## src/hw/decode_consts.svh

```systemverilog
/*
 * Decode front sizing constants
 * shared by the buffers, the decode stage and the package
 */
`ifndef DECODE_CONSTS_SVH
`define DECODE_CONSTS_SVH

`define XLEN       32  // data and address width
`define FIFO_DEPTH 4   // entries per buffer, power of two
`define NR_ENTRIES 8   // transaction ids in flight, 3-bit tag

`endif

```

## src/hw/decode_pkg.sv

```systemverilog
/*
 * Decode package
 * functional unit and operation encodings plus the fetch and
 * scoreboard entry layouts used along the decode front
 */
`default_nettype none

`include "decode_consts.svh"

package decode_pkg;

    typedef logic [$clog2(`NR_ENTRIES)-1:0] trans_id_t;  // rolling tag

    // --------------------------------------------------
    // functional units and operations
    // --------------------------------------------------
    typedef enum logic [2:0] {
        NONE, ALU, BRANCH, LOAD, STORE
    } fu_t;

    // narrow loads and stores fold into LW and SW, width lives in funct3
    typedef enum logic [4:0] {
        ADD, SUB, XOR, OR, AND, SLL, SRL, SRA, SLT, SLTU,
        LUI, AUIPC, JAL, JALR,
        BEQ, BNE, BLT, BGE, BLTU, BGEU,
        LW, SW
    } op_t;

    // --------------------------------------------------
    // entries
    // --------------------------------------------------
    typedef struct packed {
        logic [`XLEN-1:0] pc;           // address of the instruction
        logic [31:0]      instruction;  // raw bits, rvc in [15:0]
    } fetch_entry_t;

    typedef struct packed {
        logic [`XLEN-1:0] pc;
        trans_id_t        trans_id;
        fu_t              fu;
        op_t              op;
        logic [2:0]       funct3;         // access width for loads/stores
        logic [4:0]       rd;
        logic [4:0]       rs1;
        logic [4:0]       rs2;
        logic [`XLEN-1:0] imm;            // sign-extended
        logic             is_compressed;
        logic             ex_valid;       // illegal instruction
        logic [19:0]      tval;           // low raw bits when ex_valid
    } scoreboard_entry_t;

endpackage

`default_nettype wire

```

## src/hw/compressed_decoder.sv

```systemverilog
/*
 * Compressed decoder
 * rebuilds the supported RVC forms as 32-bit encodings,
 * flags the rest, passes full-width instructions through
 */
`timescale 1ns/1ns
`default_nettype none

module compressed_decoder (
    input  wire logic [31:0] instr_i,
    output logic      [31:0] instr_o,
    output logic             illegal_o,
    output logic             is_compressed_o
);
    logic [15:0] c;      // compressed half
    logic [4:0]  rd_p;   // rd'/rs2' in [4:2] mapped to x8..x15
    logic [4:0]  rs1_p;  // rs1' in [9:7]

    assign c     = instr_i[15:0];
    assign rd_p  = {2'b01, c[4:2]};
    assign rs1_p = {2'b01, c[9:7]};
    assign is_compressed_o = (instr_i[1:0] != 2'b11);

    always_comb begin
        instr_o   = instr_i;  // full width and illegal forms pass unchanged
        illegal_o = 1'b0;
        if (is_compressed_o) begin
            illegal_o = 1'b1;  // cleared by every supported form
            unique case ({c[1:0], c[15:13]})
                // --------------------------------------------------
                // quadrant 0
                // --------------------------------------------------
                5'b00_010: begin  // c.lw -> lw rd', uimm(rs1')
                    instr_o   = {5'b0, c[5], c[12:10], c[6], 2'b00, rs1_p, 3'b010,
                                 rd_p, 7'b0000011};
                    illegal_o = 1'b0;
                end
                5'b00_110: begin  // c.sw -> sw rs2', uimm(rs1')
                    instr_o   = {5'b0, c[5], c[12], rd_p, rs1_p, 3'b010,
                                 c[11:10], c[6], 2'b00, 7'b0100011};
                    illegal_o = 1'b0;
                end
                // --------------------------------------------------
                // quadrant 1
                // --------------------------------------------------
                5'b01_000: begin  // c.addi -> addi rd, rd, imm
                    instr_o   = {{7{c[12]}}, c[6:2], c[11:7], 3'b000, c[11:7], 7'b0010011};
                    illegal_o = 1'b0;
                end
                5'b01_010: begin  // c.li -> addi rd, x0, imm
                    instr_o   = {{7{c[12]}}, c[6:2], 5'b0, 3'b000, c[11:7], 7'b0010011};
                    illegal_o = 1'b0;
                end
                5'b01_101: begin  // c.j -> jal x0, offset
                    instr_o   = {c[12], c[8], c[10:9], c[6], c[7], c[2], c[11], c[5:3],
                                 c[12], {8{c[12]}}, 5'b0, 7'b1101111};
                    illegal_o = 1'b0;
                end
                5'b01_110: begin  // c.beqz -> beq rs1', x0, offset
                    instr_o   = {{4{c[12]}}, c[6:5], c[2], 5'b0, rs1_p, 3'b000,
                                 c[11:10], c[4:3], c[12], 7'b1100011};
                    illegal_o = 1'b0;
                end
                // --------------------------------------------------
                // quadrant 2
                // --------------------------------------------------
                5'b10_100: begin
                    if (c[6:2] != 5'd0) begin  // rs2 = 0 is jr/jalr/ebreak
                        // c.add reads rd, c.mv reads x0
                        instr_o   = {7'b0, c[6:2], c[12] ? c[11:7] : 5'b0, 3'b000,
                                     c[11:7], 7'b0110011};
                        illegal_o = 1'b0;
                    end
                end
                default: ;  // unsupported, stays illegal
            endcase
        end
    end

endmodule

`default_nettype wire

```

## src/hw/decode_top.sv

```systemverilog
/*
 * Decode front top
 * fetch buffer -> decode stage -> issue buffer, all valid/ready
 */
`timescale 1ns/1ns
`default_nettype none

`include "decode_consts.svh"

module decode_top (
    input  wire logic                      clk_i,
    input  wire logic                      rst_ni,
    input  wire logic                      flush_i,
    input  wire logic                      fetch_valid_i,
    output logic                           fetch_ready_o,
    input  wire decode_pkg::fetch_entry_t  fetch_entry_i,
    output logic                           issue_valid_o,
    input  wire logic                      issue_ready_i,
    output decode_pkg::scoreboard_entry_t  issue_entry_o
);
    import decode_pkg::*;

    logic              fb_valid, fb_ready;  // fetch buffer -> id stage
    fetch_entry_t      fb_entry;
    logic              id_valid, id_ready;  // id stage -> issue buffer
    scoreboard_entry_t id_entry;

    stream_fifo #(.payload_t(fetch_entry_t), .depth(`FIFO_DEPTH)) i_fetch_buffer (
        .clk_i, .rst_ni, .flush_i,
        .valid_i (fetch_valid_i), .ready_o (fetch_ready_o), .data_i (fetch_entry_i),
        .valid_o (fb_valid),      .ready_i (fb_ready),      .data_o (fb_entry)
    );

    id_stage i_id_stage (
        .clk_i, .rst_ni, .flush_i,
        .fetch_valid_i (fb_valid), .fetch_ready_o (fb_ready), .fetch_entry_i (fb_entry),
        .issue_valid_o (id_valid), .issue_ready_i (id_ready), .issue_entry_o (id_entry)
    );

    stream_fifo #(.payload_t(scoreboard_entry_t), .depth(`FIFO_DEPTH)) i_issue_buffer (
        .clk_i, .rst_ni, .flush_i,
        .valid_i (id_valid),      .ready_o (id_ready),      .data_i (id_entry),
        .valid_o (issue_valid_o), .ready_i (issue_ready_i), .data_o (issue_entry_o)
    );

endmodule

`default_nettype wire

```

## src/hw/decoder.sv

```systemverilog
/*
 * Instruction decoder
 * maps an RV32I subset to a scoreboard entry with fu, op,
 * registers and sign-extended immediate; flags illegal encodings
 */
`timescale 1ns/1ns
`default_nettype none

module decoder (
    input  wire logic [31:0]              instr_i,
    input  wire logic [31:0]              pc_i,
    input  wire logic                     is_compressed_i,
    input  wire logic                     is_illegal_i,
    input  wire decode_pkg::trans_id_t    trans_id_i,
    output decode_pkg::scoreboard_entry_t entry_o
);
    import decode_pkg::*;

    logic [2:0]  f3;
    logic [6:0]  f7;
    logic        illegal;
    logic [31:0] imm_i, imm_s, imm_b, imm_u, imm_j;

    assign f3 = instr_i[14:12];
    assign f7 = instr_i[31:25];

    // --------------------------------------------------
    // immediate formats
    // --------------------------------------------------
    assign imm_i = {{20{instr_i[31]}}, instr_i[31:20]};
    assign imm_s = {{20{instr_i[31]}}, instr_i[31:25], instr_i[11:7]};
    assign imm_b = {{19{instr_i[31]}}, instr_i[31], instr_i[7], instr_i[30:25],
                    instr_i[11:8], 1'b0};
    assign imm_u = {instr_i[31:12], 12'b0};
    assign imm_j = {{11{instr_i[31]}}, instr_i[31], instr_i[19:12], instr_i[20],
                    instr_i[30:21], 1'b0};

    always_comb begin
        entry_o               = '0;  // unused fields read as zero
        entry_o.pc            = pc_i;
        entry_o.trans_id      = trans_id_i;
        entry_o.is_compressed = is_compressed_i;
        entry_o.fu            = NONE;
        entry_o.op            = ADD;
        illegal               = is_illegal_i;

        unique case (instr_i[6:0])
            7'b0110111: begin  // lui
                entry_o.fu = ALU;  entry_o.op = LUI;
                entry_o.rd = instr_i[11:7];  entry_o.imm = imm_u;
            end
            7'b0010111: begin  // auipc
                entry_o.fu = ALU;  entry_o.op = AUIPC;
                entry_o.rd = instr_i[11:7];  entry_o.imm = imm_u;
            end
            7'b1101111: begin  // jal
                entry_o.fu = BRANCH;  entry_o.op = JAL;
                entry_o.rd = instr_i[11:7];  entry_o.imm = imm_j;
            end
            7'b1100111: begin  // jalr, funct3 must be 0
                entry_o.fu  = BRANCH;  entry_o.op = JALR;
                entry_o.rd  = instr_i[11:7];  entry_o.rs1 = instr_i[19:15];
                entry_o.imm = imm_i;  entry_o.funct3 = f3;
                if (f3 != 3'b000) illegal = 1'b1;
            end
            7'b1100011: begin  // conditional branches
                entry_o.fu  = BRANCH;  entry_o.funct3 = f3;
                entry_o.rs1 = instr_i[19:15];  entry_o.rs2 = instr_i[24:20];
                entry_o.imm = imm_b;
                unique case (f3)
                    3'b000:  entry_o.op = BEQ;
                    3'b001:  entry_o.op = BNE;
                    3'b100:  entry_o.op = BLT;
                    3'b101:  entry_o.op = BGE;
                    3'b110:  entry_o.op = BLTU;
                    3'b111:  entry_o.op = BGEU;
                    default: illegal = 1'b1;  // 010, 011 unused
                endcase
            end
            7'b0000011: begin  // loads, width kept in funct3
                entry_o.fu  = LOAD;  entry_o.op = LW;  entry_o.funct3 = f3;
                entry_o.rd  = instr_i[11:7];  entry_o.rs1 = instr_i[19:15];
                entry_o.imm = imm_i;
                if (f3 == 3'b011 || f3[2:1] == 2'b11) illegal = 1'b1;
            end
            7'b0100011: begin  // stores
                entry_o.fu  = STORE;  entry_o.op = SW;  entry_o.funct3 = f3;
                entry_o.rs1 = instr_i[19:15];  entry_o.rs2 = instr_i[24:20];
                entry_o.imm = imm_s;
                if (f3[2] || f3 == 3'b011) illegal = 1'b1;
            end
            7'b0010011: begin  // op-imm, shifts keep the full I immediate
                entry_o.fu  = ALU;  entry_o.funct3 = f3;
                entry_o.rd  = instr_i[11:7];  entry_o.rs1 = instr_i[19:15];
                entry_o.imm = imm_i;
                unique case (f3)
                    3'b000: entry_o.op = ADD;
                    3'b010: entry_o.op = SLT;
                    3'b011: entry_o.op = SLTU;
                    3'b100: entry_o.op = XOR;
                    3'b110: entry_o.op = OR;
                    3'b111: entry_o.op = AND;
                    3'b001: begin
                        entry_o.op = SLL;
                        if (f7 != 7'b0) illegal = 1'b1;
                    end
                    3'b101: begin
                        entry_o.op = f7[5] ? SRA : SRL;
                        if ({f7[6], f7[4:0]} != 6'b0) illegal = 1'b1;
                    end
                endcase
            end
            7'b0110011: begin  // register-register
                entry_o.fu  = ALU;  entry_o.funct3 = f3;
                entry_o.rd  = instr_i[11:7];  entry_o.rs1 = instr_i[19:15];
                entry_o.rs2 = instr_i[24:20];
                unique case ({f7, f3})
                    10'b0000000_000: entry_o.op = ADD;
                    10'b0100000_000: entry_o.op = SUB;
                    10'b0000000_001: entry_o.op = SLL;
                    10'b0000000_010: entry_o.op = SLT;
                    10'b0000000_011: entry_o.op = SLTU;
                    10'b0000000_100: entry_o.op = XOR;
                    10'b0000000_101: entry_o.op = SRL;
                    10'b0100000_101: entry_o.op = SRA;
                    10'b0000000_110: entry_o.op = OR;
                    10'b0000000_111: entry_o.op = AND;
                    default:         illegal = 1'b1;
                endcase
            end
            default: illegal = 1'b1;
        endcase

        // illegal entries carry no operands, only the trap value
        if (illegal) begin
            entry_o.fu     = NONE;
            entry_o.op     = ADD;
            entry_o.funct3 = '0;
            entry_o.rd     = '0;
            entry_o.rs1    = '0;
            entry_o.rs2    = '0;
            entry_o.imm    = '0;
            entry_o.tval   = instr_i[19:0];  // raw bits, rvc passes through
        end
        entry_o.ex_valid = illegal;
    end

endmodule

`default_nettype wire

```

## src/hw/id_stage.sv

```systemverilog
/*
 * Decode stage
 * expands and decodes one fetch entry into a registered scoreboard
 * entry, tags it with a rolling transaction id, clears on flush
 */
`timescale 1ns/1ns
`default_nettype none

`include "decode_consts.svh"

module id_stage (
    input  wire logic                      clk_i,
    input  wire logic                      rst_ni,
    input  wire logic                      flush_i,
    input  wire logic                      fetch_valid_i,
    output logic                           fetch_ready_o,
    input  wire decode_pkg::fetch_entry_t  fetch_entry_i,
    output logic                           issue_valid_o,
    input  wire logic                      issue_ready_i,
    output decode_pkg::scoreboard_entry_t  issue_entry_o
);
    import decode_pkg::*;

    logic              valid_q;
    scoreboard_entry_t entry_q, entry_dec;
    trans_id_t         trans_id_q;
    logic [31:0]       instr_exp;     // expanded instruction
    logic              illegal_c, is_comp;
    logic              accept;

    compressed_decoder i_compressed_decoder (
        .instr_i         (fetch_entry_i.instruction),
        .instr_o         (instr_exp),
        .illegal_o       (illegal_c),
        .is_compressed_o (is_comp)
    );

    decoder i_decoder (
        .instr_i         (instr_exp),
        .pc_i            (fetch_entry_i.pc),
        .is_compressed_i (is_comp),
        .is_illegal_i    (illegal_c),
        .trans_id_i      (trans_id_q),
        .entry_o         (entry_dec)
    );

    // --------------------------------------------------
    // pipeline register
    // --------------------------------------------------
    assign fetch_ready_o = !valid_q || issue_ready_i;  // empty or draining
    assign accept        = fetch_valid_i && fetch_ready_o && !flush_i;
    assign issue_valid_o = valid_q;
    assign issue_entry_o = entry_q;

    always_ff @(posedge clk_i or negedge rst_ni) begin
        if (!rst_ni) begin
            valid_q    <= 1'b0;
            trans_id_q <= '0;
        end else if (flush_i) begin
            valid_q    <= 1'b0;
            trans_id_q <= '0;  // ids restart after flush
        end else begin
            if (accept)             valid_q <= 1'b1;
            else if (issue_ready_i) valid_q <= 1'b0;
            if (accept) begin
                trans_id_q <= (trans_id_q == trans_id_t'(`NR_ENTRIES - 1)) ?
                              '0 : trans_id_q + 1'b1;
            end
        end
    end

    always_ff @(posedge clk_i) begin
        if (accept) entry_q <= entry_dec;
    end

    // a stalled entry is neither dropped nor altered
    a_hold_stable : assert property (@(posedge clk_i) disable iff (!rst_ni)
        (issue_valid_o && !issue_ready_i && !flush_i) |=>
        (issue_valid_o && $stable(issue_entry_o)));

endmodule

`default_nettype wire

```

## src/hw/stream_fifo.sv

```systemverilog
/*
 * Stream FIFO
 * valid/ready buffer with a type-parameter payload, fall-through
 * read from registered storage and a synchronous flush
 */
`timescale 1ns/1ns
`default_nettype none

`include "decode_consts.svh"

module stream_fifo #(
    parameter type         payload_t = logic,
    parameter int unsigned depth     = `FIFO_DEPTH  // power of two, at least 2
) (
    input  wire logic     clk_i,
    input  wire logic     rst_ni,
    input  wire logic     flush_i,
    input  wire logic     valid_i,
    output logic          ready_o,
    input  wire payload_t data_i,
    output logic          valid_o,
    input  wire logic     ready_i,
    output payload_t      data_o
);
    localparam int unsigned ptr_w = $clog2(depth);
    localparam int unsigned cnt_w = $clog2(depth + 1);

    payload_t           mem_q [depth];  // storage, no reset needed
    logic [ptr_w-1:0]   wr_ptr_q, rd_ptr_q;
    logic [cnt_w-1:0]   count_q;
    logic               full, push, pop;

    assign full    = (count_q == cnt_w'(depth));
    assign ready_o = !full || ready_i;      // full still takes a push on pop
    assign valid_o = (count_q != '0);
    assign data_o  = mem_q[rd_ptr_q];       // first word falls through

    assign push = valid_i && ready_o && !flush_i;
    assign pop  = valid_o && ready_i && !flush_i;

    always_ff @(posedge clk_i or negedge rst_ni) begin
        if (!rst_ni) begin
            wr_ptr_q <= '0;
            rd_ptr_q <= '0;
            count_q  <= '0;
        end else if (flush_i) begin  // drop everything pending
            wr_ptr_q <= '0;
            rd_ptr_q <= '0;
            count_q  <= '0;
        end else begin
            if (push) wr_ptr_q <= wr_ptr_q + 1'b1;  // natural wrap
            if (pop)  rd_ptr_q <= rd_ptr_q + 1'b1;
            count_q <= count_q + cnt_w'(push) - cnt_w'(pop);
        end
    end

    always_ff @(posedge clk_i) begin
        if (push) mem_q[wr_ptr_q] <= data_i;
    end

    // an overflow or an underflow would carry the count out of 0..depth
    a_count_range : assert property (@(posedge clk_i) disable iff (!rst_ni)
        count_q <= cnt_w'(depth));
    // both pointers move together with the count
    a_ptr_match : assert property (@(posedge clk_i) disable iff (!rst_ni)
        ptr_w'(wr_ptr_q - rd_ptr_q) == count_q[ptr_w-1:0]);

endmodule

`default_nettype wire

```

## config.mk

```make
export PLATFORM = sky130hd
export DESIGN_NAME = decode_top
export DESIGN_NICKNAME = d
export VERILOG_FILES = /design/src/hw/decode_pkg.sv /design/src/hw/compressed_decoder.sv /design/src/hw/decode_top.sv /design/src/hw/decoder.sv /design/src/hw/id_stage.sv /design/src/hw/stream_fifo.sv
export VERILOG_INCLUDE_DIRS = /design/src /design/src/hw
export SDC_FILE = /design/constraint.sdc
export NUM_CORES = 1
export LEC_CHECK = 0
export BUFFER_PORTS_ARGS = -buffer_cell sky130_fd_sc_hd__buf_4
export CORE_ASPECT_RATIO = 0.75
export CORE_MARGIN = 3
export CORE_UTILIZATION = 45
export CTS_CLUSTER_SIZE = 12
export DETAILED_ROUTE_END_ITERATION = 10
export HOLD_SLACK_MARGIN = 0.08
export SYNTH_ARGS = -nofsm -noshare
export SYNTH_HDL_FRONTEND = slang
export SYNTH_SLANG_ARGS = --single-unit
```

## constraint.sdc

```tcl
create_clock -name clk_i -period 8.3 [get_ports clk_i]
set_input_delay 1.245 -clock clk_i [delete_from_list [all_inputs] [get_ports clk_i]]
set_output_delay 1.245 -clock clk_i [all_outputs]
set_load 0.01 [all_outputs]
```

==> impl_metrics.tcl, run 1 <==
set metrics [dict create \
    drcViolationCount 0 \
    yosysTopAreaCellShare 0.7626 \
    cts_tree "yes" \
    die_x_um 317.4 \
    worst_slew_pin_slew_ns 1.284 \
    min_from "i_id_stage.issue_entry_o[82]" \
    synthesis.instances 1575 \
    power_density_nw_per_um2 337.3 \
    drt-vias-per-instance 5.615 \
    drive_gt1_frac 0.2844 \
    yosysSeqAreaShare 0.7764 \
    routedWlPerCell_um 25.41 \
    crit_type "reg -> reg" \
    root_buffer "clkbuf_16" \
    post-route-min-period_ns 5.796 \
    r2r-start "i_fetch_buffer.rd_ptr_q[0]" \
    cp_data_arrival_time_ns 6.14 \
    power.leakage_nw 12.03 \
    rsz0062_at_grt "false" \
    ant_nets 0 \
    synth_seq_cells 849 \
    initial_utilization 0.4605 \
    clk_pin_slew_ns 0.06 \
    synth_area_leader_cell "edfxtp_1" \
    timing.hold.ws_ns 0.4840 \
    dr_total_vias 15600 \
    nets 1883 \
    maxCapViolations 0 \
    irDropWorstVdd_uv 214.3 \
    dieArea_um2 76020 \
    hold_viol_final 0 \
    endpoint_kind "flop" \
    dr.pass1.iters 5 \
    synthToLayoutAreaGrowth_pct 14.91 \
    clock_skew_ns 0.01914 \
    slew_headroom 0.1348 \
    grt_pass1_wl_um 105300 \
    max_clock_freq_ghz 0.1725 \
    synth_edf_count 831 \
    io_buffers 185 \
    clkLatencyLatePin_ns 0.64 \
    setup_viol 0 \
    postCtsSetupBuffers 0 \
    fin_crit_sh 0.6984 \
    finalSetupTns_ns 0 \
    r2r_setup_slack_ns 2.50 \
    avgSynthCellArea_um2 20.77 \
    grt_start_max_net_pins 90 \
    cp_max_fo 46 \
    grt_overflow_total 0 \
    io_pins 186 \
    die_h_um 239.5 \
    grt_use_total 0.1894 \
    yosys-top-cells-count "edfxtp_1, mux4_2, nor2_1, nand2_1, a21oi_1" \
    crit_start "i_fetch_buffer.rd_ptr_q[0]" \
    synth.distinct_cells 77 \
    yosys_most_used_dff "edfxtp_1" \
    crit_required_ns 8.65 \
    drt_iter0_markers 1406 \
    cts.sinks 849 \
    clockBufferDepth 3 \
    ys_warn_count 0 \
    core_area_um2 71050 \
    place.gp.congestion 0.8352 \
    outcome "completed" \
    hold_path.class "reg -> reg" \
    dp_hpwl_um 43250 \
    postRouteWirelength_um 70620 \
    mappedNetlistArea_um2 32720 \
    grt_antenna_before_repair 1 \
    cts_resized 0 \
    critPathLaunchType "flop" \
    holdBufCountCts 0 \
    rows 84 \
    fillerInstances 5601 \
    synth_area_leaders "edfxtp_1, mux4_2, dfrtp_1" \
    cts_buffers 84 \
    synth.most_common_cell "edfxtp_1" \
    slew_viol_final 0 \
    finalInstanceArea_um2 37600 \
    grt_pass1_vias 16120 \
    placed_cell_area_um2 35200 \
    cts_htree_levels 3 \
    synth-async-reset-ratio 0.02120 \
    syn_nets 1664 \
]
==> state kept, by name (all words and copies together) (netlist names) <==
signal                    cells
i_fetch_buffer.count_q        3
i_fetch_buffer.rd_ptr_q       2
i_issue_buffer.rd_ptr_q       2
i_fetch_buffer.wr_ptr_q       2
i_fetch_buffer.mem_q        256
i_id_stage.issue_valid_o      1
i_issue_buffer.mem_q        460
i_id_stage.issue_entry_o    115
i_issue_buffer.wr_ptr_q       2
i_id_stage.trans_id_q         3
i_issue_buffer.count_q        3
==> final cells by class <==
class | instances | area [um^2] | share of cell area
sequential | 849 | 25420 | 0.6761
inverter | 26 | 97.59 | 0.002596
tap | 946 | 1184 | 0.03148
multi-input combinational | 627 | 6944 | 0.1847
clock buffer | 104 | 2230 | 0.05930
antenna | 1 | 2.502 | 0.00006656
clock inverter | 20 | 161.4 | 0.004293
timing repair buffer | 206 | 1559 | 0.04147
==> where the power goes <==
| part | leakage (nW) | internal, mW | switching [mW] |
|---|---|---|---|
| sequential | 7.82 | 5.50 | 0.385 |
| clock | 1.17 | 1.89 | 1.49 |
| combinational | 3.05 | 1.40 | 2.01 |
==> metrics by stage <==
stage	utilization	instances	worst slack [ns]	total power, mW
global placement	0.4955	2654	2.480	9.410
detailed placement	0.4955	2654	2.515	9.437
finish	0.5292	2779	2.504	12.68
CTS	0.5291	2778	2.483	12.85
floorplan	-	1575	1.999	8.031
global route	0.5292	2779	2.087	13.31
==> path summary, 6_finish.rpt <==
kind / to / cells after the start
min: i_issue_buffer.mem_q[3][82] / 0
max reg2reg: i_id_stage.issue_entry_o[68] / 11
min in group asynchronous: i_fetch_buffer.wr_ptr_q[0] / 1
max in group asynchronous: i_issue_buffer.rd_ptr_q[0] / 1
max: i_id_stage.issue_entry_o[68] / 11
min reg2reg: i_issue_buffer.mem_q[3][82] / 0
==> worst max-delay path: stages (launching register included) <==
cell and delay [ns]:
dfrtp_4 0.75, buf_4 0.44, mux4_2 0.69, or4_4 0.60
nor4b_2 0.42, a21o_1 0.53, a211oi_1 0.31, a2111oi_0 0.45
o221ai_1 0.22, nand4b_4 0.41, buf_4 0.49, nor3b_1 0.13
==> layer usage <==
layer  track usage  share of wire
met4       0.04694          0.019
met5             0              0
met3       0.03417          0.050
met1        0.2783           0.45
met2        0.2973           0.48
==> cells in the final DEF, fill, tap and decap left out, drive strengths merged, types with 4 or more instances in the layout <==
| cell | n |
|---|---|
| a21boi | 5 |
| buf | 206 |
| xor2 | 4 |
| edfxtp | 831 |
| nand3 | 15 |
| nand2 | 59 |
| and2 | 27 |
| or2 | 6 |
| nand2b | 12 |
| o21ai | 24 |
| nor3b | 6 |
| clkinv | 18 |
| mux4 | 179 |
| a211oi | 4 |
| mux2 | 5 |
| dfrtp | 18 |
| a21oi | 46 |
| o21a | 6 |
| o2bb2ai | 4 |
| clkbuf | 104 |
| inv | 28 |
| ha | 18 |
| nand4 | 4 |
| o211ai | 5 |
| nor3 | 22 |
| xnor2 | 10 |
| nor2 | 65 |
| nor2b | 13 |
| mux2i | 11 |
| and3 | 6 |
| a22oi | 9 |
| nor4b | 4 |
| a221oi | 4 |
==> kinds of logic after synthesis <==
family | Yosys count | synth area share
DFF | 849 | 0.7764
muxes | 195 | 0.1284
adders and majority gates | 20 | 0.008107
xor gates and xnor gates | 14 | 0.003747
and+or+nand+nor | 251 | 0.03939
AOI/OAI and AO/OA | 147 | 0.03132
buffers and inverters | 99 | 0.01262
Power figures use the tool's default switching activity.
==> inputs of run 2 (changes only) <==
- ABC_AREA: default -> 1
- clock period: 8.3 -> 5.6 ns (I/O delays scaled with it)
==> impl_metrics.tcl, run 2 <==
set metrics [dict create \
    rsz0062_at_grt "false" \
    nets 2744 \
    dr_total_vias 19890 \
    endpoint_kind "flop" \
    outcome "completed" \
    wl_met1_um 36730 \
    grt_overflow_total 0 \
    place.gp.congestion 0.8899 \
    crit_start "i_fetch_buffer.rd_ptr_q[0]" \
    power_density_nw_per_um2 539.7 \
    power_frac_comb 0.322 \
    yosysTopAreaCellShare 0.7527 \
    largest_reg_flops 460 \
    drt_iter0_markers 1537 \
    clk_pin_slew_ns 0.06 \
    drive_gt1_frac 0.1427 \
    post-route-min-period_ns 4.953 \
    cp_max_fo 42 \
    synth_edf_count 831 \
    cts_htree_levels 3 \
    maxCapViolations 0 \
    intPower_mw 13.05 \
    die_x_um 319.4 \
    cp_data_arrival_time_ns 5.41 \
    worst_slew_pin_slew_ns 1.080 \
    synth_seq_cells 849 \
    synth_area_leaders "edfxtp_1, nor2_1, o21ai_0" \
    grt_antenna_before_repair 7 \
    clkLatencyLatePin_ns 0.64 \
    drcViolationCount 0 \
    crit_type "reg -> reg" \
    syn_nets 2574 \
    synth.most_common_cell "edfxtp_1" \
    wl_met2_um 35220 \
    core_area_um2 72320 \
    postRouteWirelength_um 78330 \
    holdPathStages 1 \
    timing.hold.ws_ns 0.4024 \
    yosys_most_used_dff "edfxtp_1" \
    synthToLayoutAreaGrowth_pct 14.75 \
    hold_viol_final 0 \
    cts.sinks 849 \
    hold_path.class "in -> reg" \
    dp_hpwl_um 47380 \
    cts_buffers 85 \
    irDropWorstVdd_uv 411.0 \
    io_pins 186 \
    ys_warn_count 0 \
    power.share.switching 0.3645 \
    synth.distinct_cells 44 \
    power.leakage_nw 13.17 \
    fin_crit_sh 0.8844 \
    power.switching_mw 7.483 \
    grt_pass1_vias 19010 \
    synth-async-reset-ratio 0.02120 \
    io_buffers 185 \
    slew_headroom 0.2802 \
    dr.pass1.iters 5 \
    min_delay_worst_endpoint "i_fetch_buffer.mem_q[0][32]" \
    rows 85 \
    placed_cells 3524 \
    synth_area_leader_cell "edfxtp_1" \
    max_clock_freq_ghz 0.2019 \
    yosysSeqAreaShare 0.7663 \
    r2r-start "i_fetch_buffer.rd_ptr_q[0]" \
    grt_start_max_net_pins 138 \
    dieArea_um2 76990 \
    root_buffer "clkbuf_16" \
    clock_skew_ns 0.02897 \
    layout_common_cells "edfxtp_1, nor2_1, o21ai_0" \
    grt_use_total 0.2007 \
    setup_viol 0 \
    min_from "fetch_entry_i[32]" \
    crit_required_ns 6.05 \
    highest_layer "met5" \
    synthesis.instances 2485 \
    critPathLaunchType "flop" \
    routedWlPerCell_um 21.38 \
    drt-vias-per-instance 5.428 \
    die_h_um 241.1 \
    seqPwrFrac 0.428 \
    r2r_setup_slack_ns 0.65 \
    reg2reg_to "i_id_stage.issue_entry_o[26]" \
    regMostFlops "i_issue_buffer.mem_q" \
    finalSetupTns_ns 0 \
    layout_commonest_cell "edfxtp_1" \
    power.total_mw 20.53 \
    yosys-top-cells-count "edfxtp_1, nor2_1, o21ai_0, nand2_1, o22ai_1" \
    mappedNetlistArea_um2 33150 \
    clockBufferDepth 3 \
    ant_nets 0 \
    slew_viol_final 0 \
    avgSynthCellArea_um2 13.34 \
    dr_wl_met3_um 4644 \
    cts_tree "yes" \
    final_cells 3664 \
    initial_utilization 0.4584 \
    place_ws_ns 0.6809 \
    fin_ws_ns 0.6474 \
    worstRegToRegCells 20 \
    clock_power_share 0.250 \
    cts_resized 0 \
    grt_pass1_wl_um 116600 \
]
[run 2: changes by cell type after synthesis, sizes merged, moves of 13 or more]
cell | before | now
nand3 | 15 | 72
o22ai | 1 | 164
nor2 | 65 | 497
nor3 | 22 | 4
inv | 24 | 97
mux4 | 179 | 0
and2 | 27 | 0
nor2b | 13 | 0
a21oi | 46 | 66
o21ai | 24 | 346
clkbuf | 35 | 104
nand2 | 59 | 204
[run 2: through the flow]
stage	util	instance area (um^2)
2_1_floorplan	-	33150
3_3_place_gp	0.4917	35560
3_5_place_dp	0.4917	35560
4_1_cts	0.5259	38030
5_1_grt	0.5260	38040
6_report	0.5260	38040
[run 2: final cells by class]
class / instances / area (um^2)
Antenna cell: 2 / 5.005
Clock buffer: 116 / 2316
Clock inverter: 21 / 145.1
Fill cell: 5986 / 34280
Inverter: 97 / 370.4
Multi-Input combinational cell: 1405 / 6869
Sequential cell: 849 / 25420
Tap cell: 957 / 1197
Timing Repair Buffer: 217 / 1719
[run 2: cells by family (layout without fill, tap and decap cells)]
kind of cell,count (synthesis),count (layout),synth area share
adder cells (fa/ha/maj),20,20,0.008002
AO/OA/AOI/OAI,599,599,0.09896
XOR/XNOR,1,1,0.0002642
buffers and inverters,231,451,0.02850
flip-flops,849,849,0.7663
other,0,2,0
AND/OR/NAND/NOR,785,785,0.09794
[run 2: worst max-delay path, cell delays in order, from the launching register on]
cell	delay [ns]
dfrtp_4	0.69
clkinv_2	0.55
nand2_1	0.23
nand3_1	0.09
nand2_1	0.25
nor2_4	0.07
nand3_2	0.27
nand2_4	0.14
nor2_4	0.21
nand2_2	0.12
nand2_1	0.08
nand2_1	0.25
nor2_2	0.25
nand2_1	0.07
nor3_1	0.21
nor2_1	0.11
nand3_1	0.09
nand2_1	0.06
nand2_2	0.38
nand2_4	0.38
nor2_1	0.22
[run 2: worst max-delay path by stage]
stage	slack [ns]	end
final	0.65	i_id_stage.issue_entry_o[26]
after global routing	0.04	i_id_stage.issue_entry_o[26]
after CTS	0.62	i_id_stage.issue_entry_o[26]
after detailed placement	0.68	i_id_stage.issue_entry_o[26]
after global placement	0.85	i_id_stage.issue_entry_o[20]
after floorplan	-1.13	i_issue_buffer.mem_q[0][0]
[run 2: repair_timing]
item | in CTS | in global routing
hold endpoints to repair | 18 | 0
hold buffers | 1 | 0
buffers inserted | 0 | 0
[run 2: power by group through the flow]
| stage | registers (mW) | logic (mW) | clock network [mW] |
|---|---|---|---|
| 3_3_place_gp | 8.87 | 6.57 | 0 |
| 6_report | 8.79 | 6.61 | 5.13 |
| 2_1_floorplan | 8.63 | 4.14 | 0 |
| 3_5_place_dp | 8.92 | 6.61 | 0 |
| 5_1_grt | 8.87 | 7.29 | 5.51 |
| 4_1_cts | 8.79 | 6.63 | 5.26 |
[run 2: routing by layer]
metal | GRT usage | up-vias
met2 | 0.3079 | 529
met4 | 0.05640 | 2
met1 | 0.2947 | 9852
met5 | 0 | -
li1 | - | 9398
met3 | 0.03965 | 106
==> inputs of run 3 (changes only) <==
- CELL_PAD_IN_SITES_DETAIL_PLACEMENT: default -> 0
- CELL_PAD_IN_SITES_GLOBAL_PLACEMENT: default -> 2
- CORE_UTILIZATION: 45 -> 43
- PLACE_DENSITY_LB_ADDON: default -> 0.1
==> impl_metrics.tcl, run 3 (synthesis results as in run 2) <==
set metrics [dict create \
    outcome "completed" \
    cp_slowest_cell "buf_4" \
    highest_layer "met5" \
    die_x_um 326.6 \
    crit_chain "buf_4 -> nand2_1 -> nand3_1 -> nand2_1 -> nor2_4 -> nand3_2 -> nor2_2 -> inv_2 -> nand2_2 -> nand2_1 -> inv_1 -> nand2_1 -> nor2_1 -> nand2_1 -> nand2_1 -> nor2_1 -> nand3_1 -> nand2_1 -> nand2_2 -> nand2_4 -> nor2_1" \
    clock_skew_ns 0.03049 \
    intPower_mw 13.18 \
    dr_wl_met3_um 4009 \
    core_area_um2 75760 \
    slew_headroom 0.2450 \
    routedWlPerCell_um 21.69 \
    nets 2755 \
    setup_viol 0 \
    root_buffer "clkbuf_16" \
    place.gp.congestion 0.8157 \
    postCtsSetupBuffers 0 \
    post-route-min-period_ns 4.598 \
    drive_gt1_frac 0.1463 \
    cp_max_fo 73 \
    drcViolationCount 0 \
    cp_data_arrival_time_ns 5.06 \
    grt_antenna_before_repair 2 \
    power_frac_comb 0.326 \
    layout_common_cells "edfxtp_1, nor2_1, o21ai_0" \
    power_density_nw_per_um2 540.7 \
    io_pins 186 \
    clkLatencyLatePin_ns 0.64 \
    slowest_delay_ns 0.57 \
    cts_buffers 86 \
    wl_met2_um 36310 \
    layout_commonest_cell "edfxtp_1" \
    irDropWorstVdd_uv 387.5 \
    grt_overflow_total 0 \
    drt-vias-per-instance 5.334 \
    drt_iter0_markers 1594 \
    crit_type "reg -> reg" \
    grt_pass1_vias 19440 \
    cts_htree_levels 3 \
    die_h_um 246.5 \
    path_common_cell "nand2_1" \
    dr.pass1.iters 5 \
    grt_pass1_wl_um 121500 \
    synthToLayoutAreaGrowth_pct 15.40 \
    clock_power_share 0.253 \
    power.share.switching 0.3628 \
    cts_tree "yes" \
    rsz0062_at_grt "false" \
    slew_viol_final 0 \
    dieArea_um2 80500 \
    postRouteWirelength_um 81230 \
    placed_cells 3600 \
    seqPwrFrac 0.421 \
    maxCapViolations 0 \
    clk_pin_slew_ns 0.06 \
    ant_nets 0 \
    hold_viol_final 0 \
    wl_met1_um 39310 \
    place_ws_ns 1.036 \
    rows 87 \
    final_util 0.5049 \
    initial_utilization 0.4376 \
    grt_start_max_net_pins 173 \
    clockBufferDepth 3 \
    fin_crit_sh 0.8210 \
    final_cells 3745 \
    largest_reg_flops 460 \
    dp_hpwl_um 47890 \
    endpoint_kind "flop" \
    regMostFlops "i_issue_buffer.mem_q" \
    power.switching_mw 7.503 \
    fin_ws_ns 1.002 \
    worst_slew_pin_slew_ns 1.130 \
    power.leakage_nw 13.23 \
    hold_path.class "in -> reg" \
    timing.hold.ws_ns 0.3936 \
    dr_total_vias 19980 \
    power.total_mw 20.68 \
    cts.sinks 849 \
    grt_use_total 0.2007 \
    io_buffers 185 \
    crit_required_ns 6.06 \
    critPathLaunchType "flop" \
    max_clock_freq_ghz 0.2175 \
]
-- run 3: final timing paths --
| kind | start | end | slack [ns] | depth (start not counted) |
|---|---|---|---|---|
| worst min register to register | i_id_stage.trans_id_q[2] | i_id_stage.issue_entry_o[82] | 0.48 | 0 |
| worst min-delay path | fetch_entry_i[56] | i_fetch_buffer.mem_q[2][56] | 0.39 | 1 |
| max in group asynchronous | rst_ni | i_issue_buffer.rd_ptr_q[1] | 4.66 | 2 |
| worst max-delay path | i_fetch_buffer.rd_ptr_q[0] | i_id_stage.issue_entry_o[45] | 1.00 | 21 |
| worst max register to register | i_fetch_buffer.rd_ptr_q[0] | i_id_stage.issue_entry_o[45] | 1.00 | 21 |
| min in group asynchronous | rst_ni | i_issue_buffer.count_q[0] | 0.67 | 2 |
-- run 3: power groups by stage --
stage / clock [mW] / sequential (mW) / combinational [mW]
after detailed placement: 0 / 8.85 / 6.80
after global routing: 5.64 / 8.79 / 7.49
after floorplan: 0 / 8.63 / 4.14
final: 5.23 / 8.71 / 6.75
after CTS: 5.36 / 8.72 / 6.82
after global placement: 0 / 8.80 / 6.83
-- run 3: worst max-delay path: cells and delay by family, from the launching register on --
family	cells	cell delay, ns
AND/OR/NAND/NOR	18	3.02
flip-flops	1	0.42
buffers and inverters	3	0.91
-- run 3: repair_timing --
| item | CTS | global route |
|---|---|---|
| hold buffers | 1 | 0 |
| hold endpoints to repair | 18 | 0 |
| resized for setup | 0 | 0 |
-- run 3: area by class of cell --
class / instances / area (um^2)
Sequential cell: 849 / 25420
Timing Repair Buffer: 227 / 1782
Fill cell: 6553 / 37510
Antenna cell: 1 / 2.502
Multi-Input combinational cell: 1405 / 6869
Clock inverter: 23 / 221.5
Inverter: 97 / 371.6
Tap cell: 1023 / 1280
Clock buffer: 120 / 2311
-- run 3: metrics by stage --
step	TNS (ns)	cell area (um^2)
after CTS	0	38250
after detailed placement	0	35710
after floorplan	-520.18	33150
final	0	38250
after global placement	0	35710
after global routing	0	38250
-- run 3: layer usage --
metal / vias to the layer above / GRT usage
li1: 9431 / -
met1: 9959 / 0.2996
met2: 463 / 0.3059
met3: 122 / 0.03628
met4: 2 / 0.04956
met5: - / 0
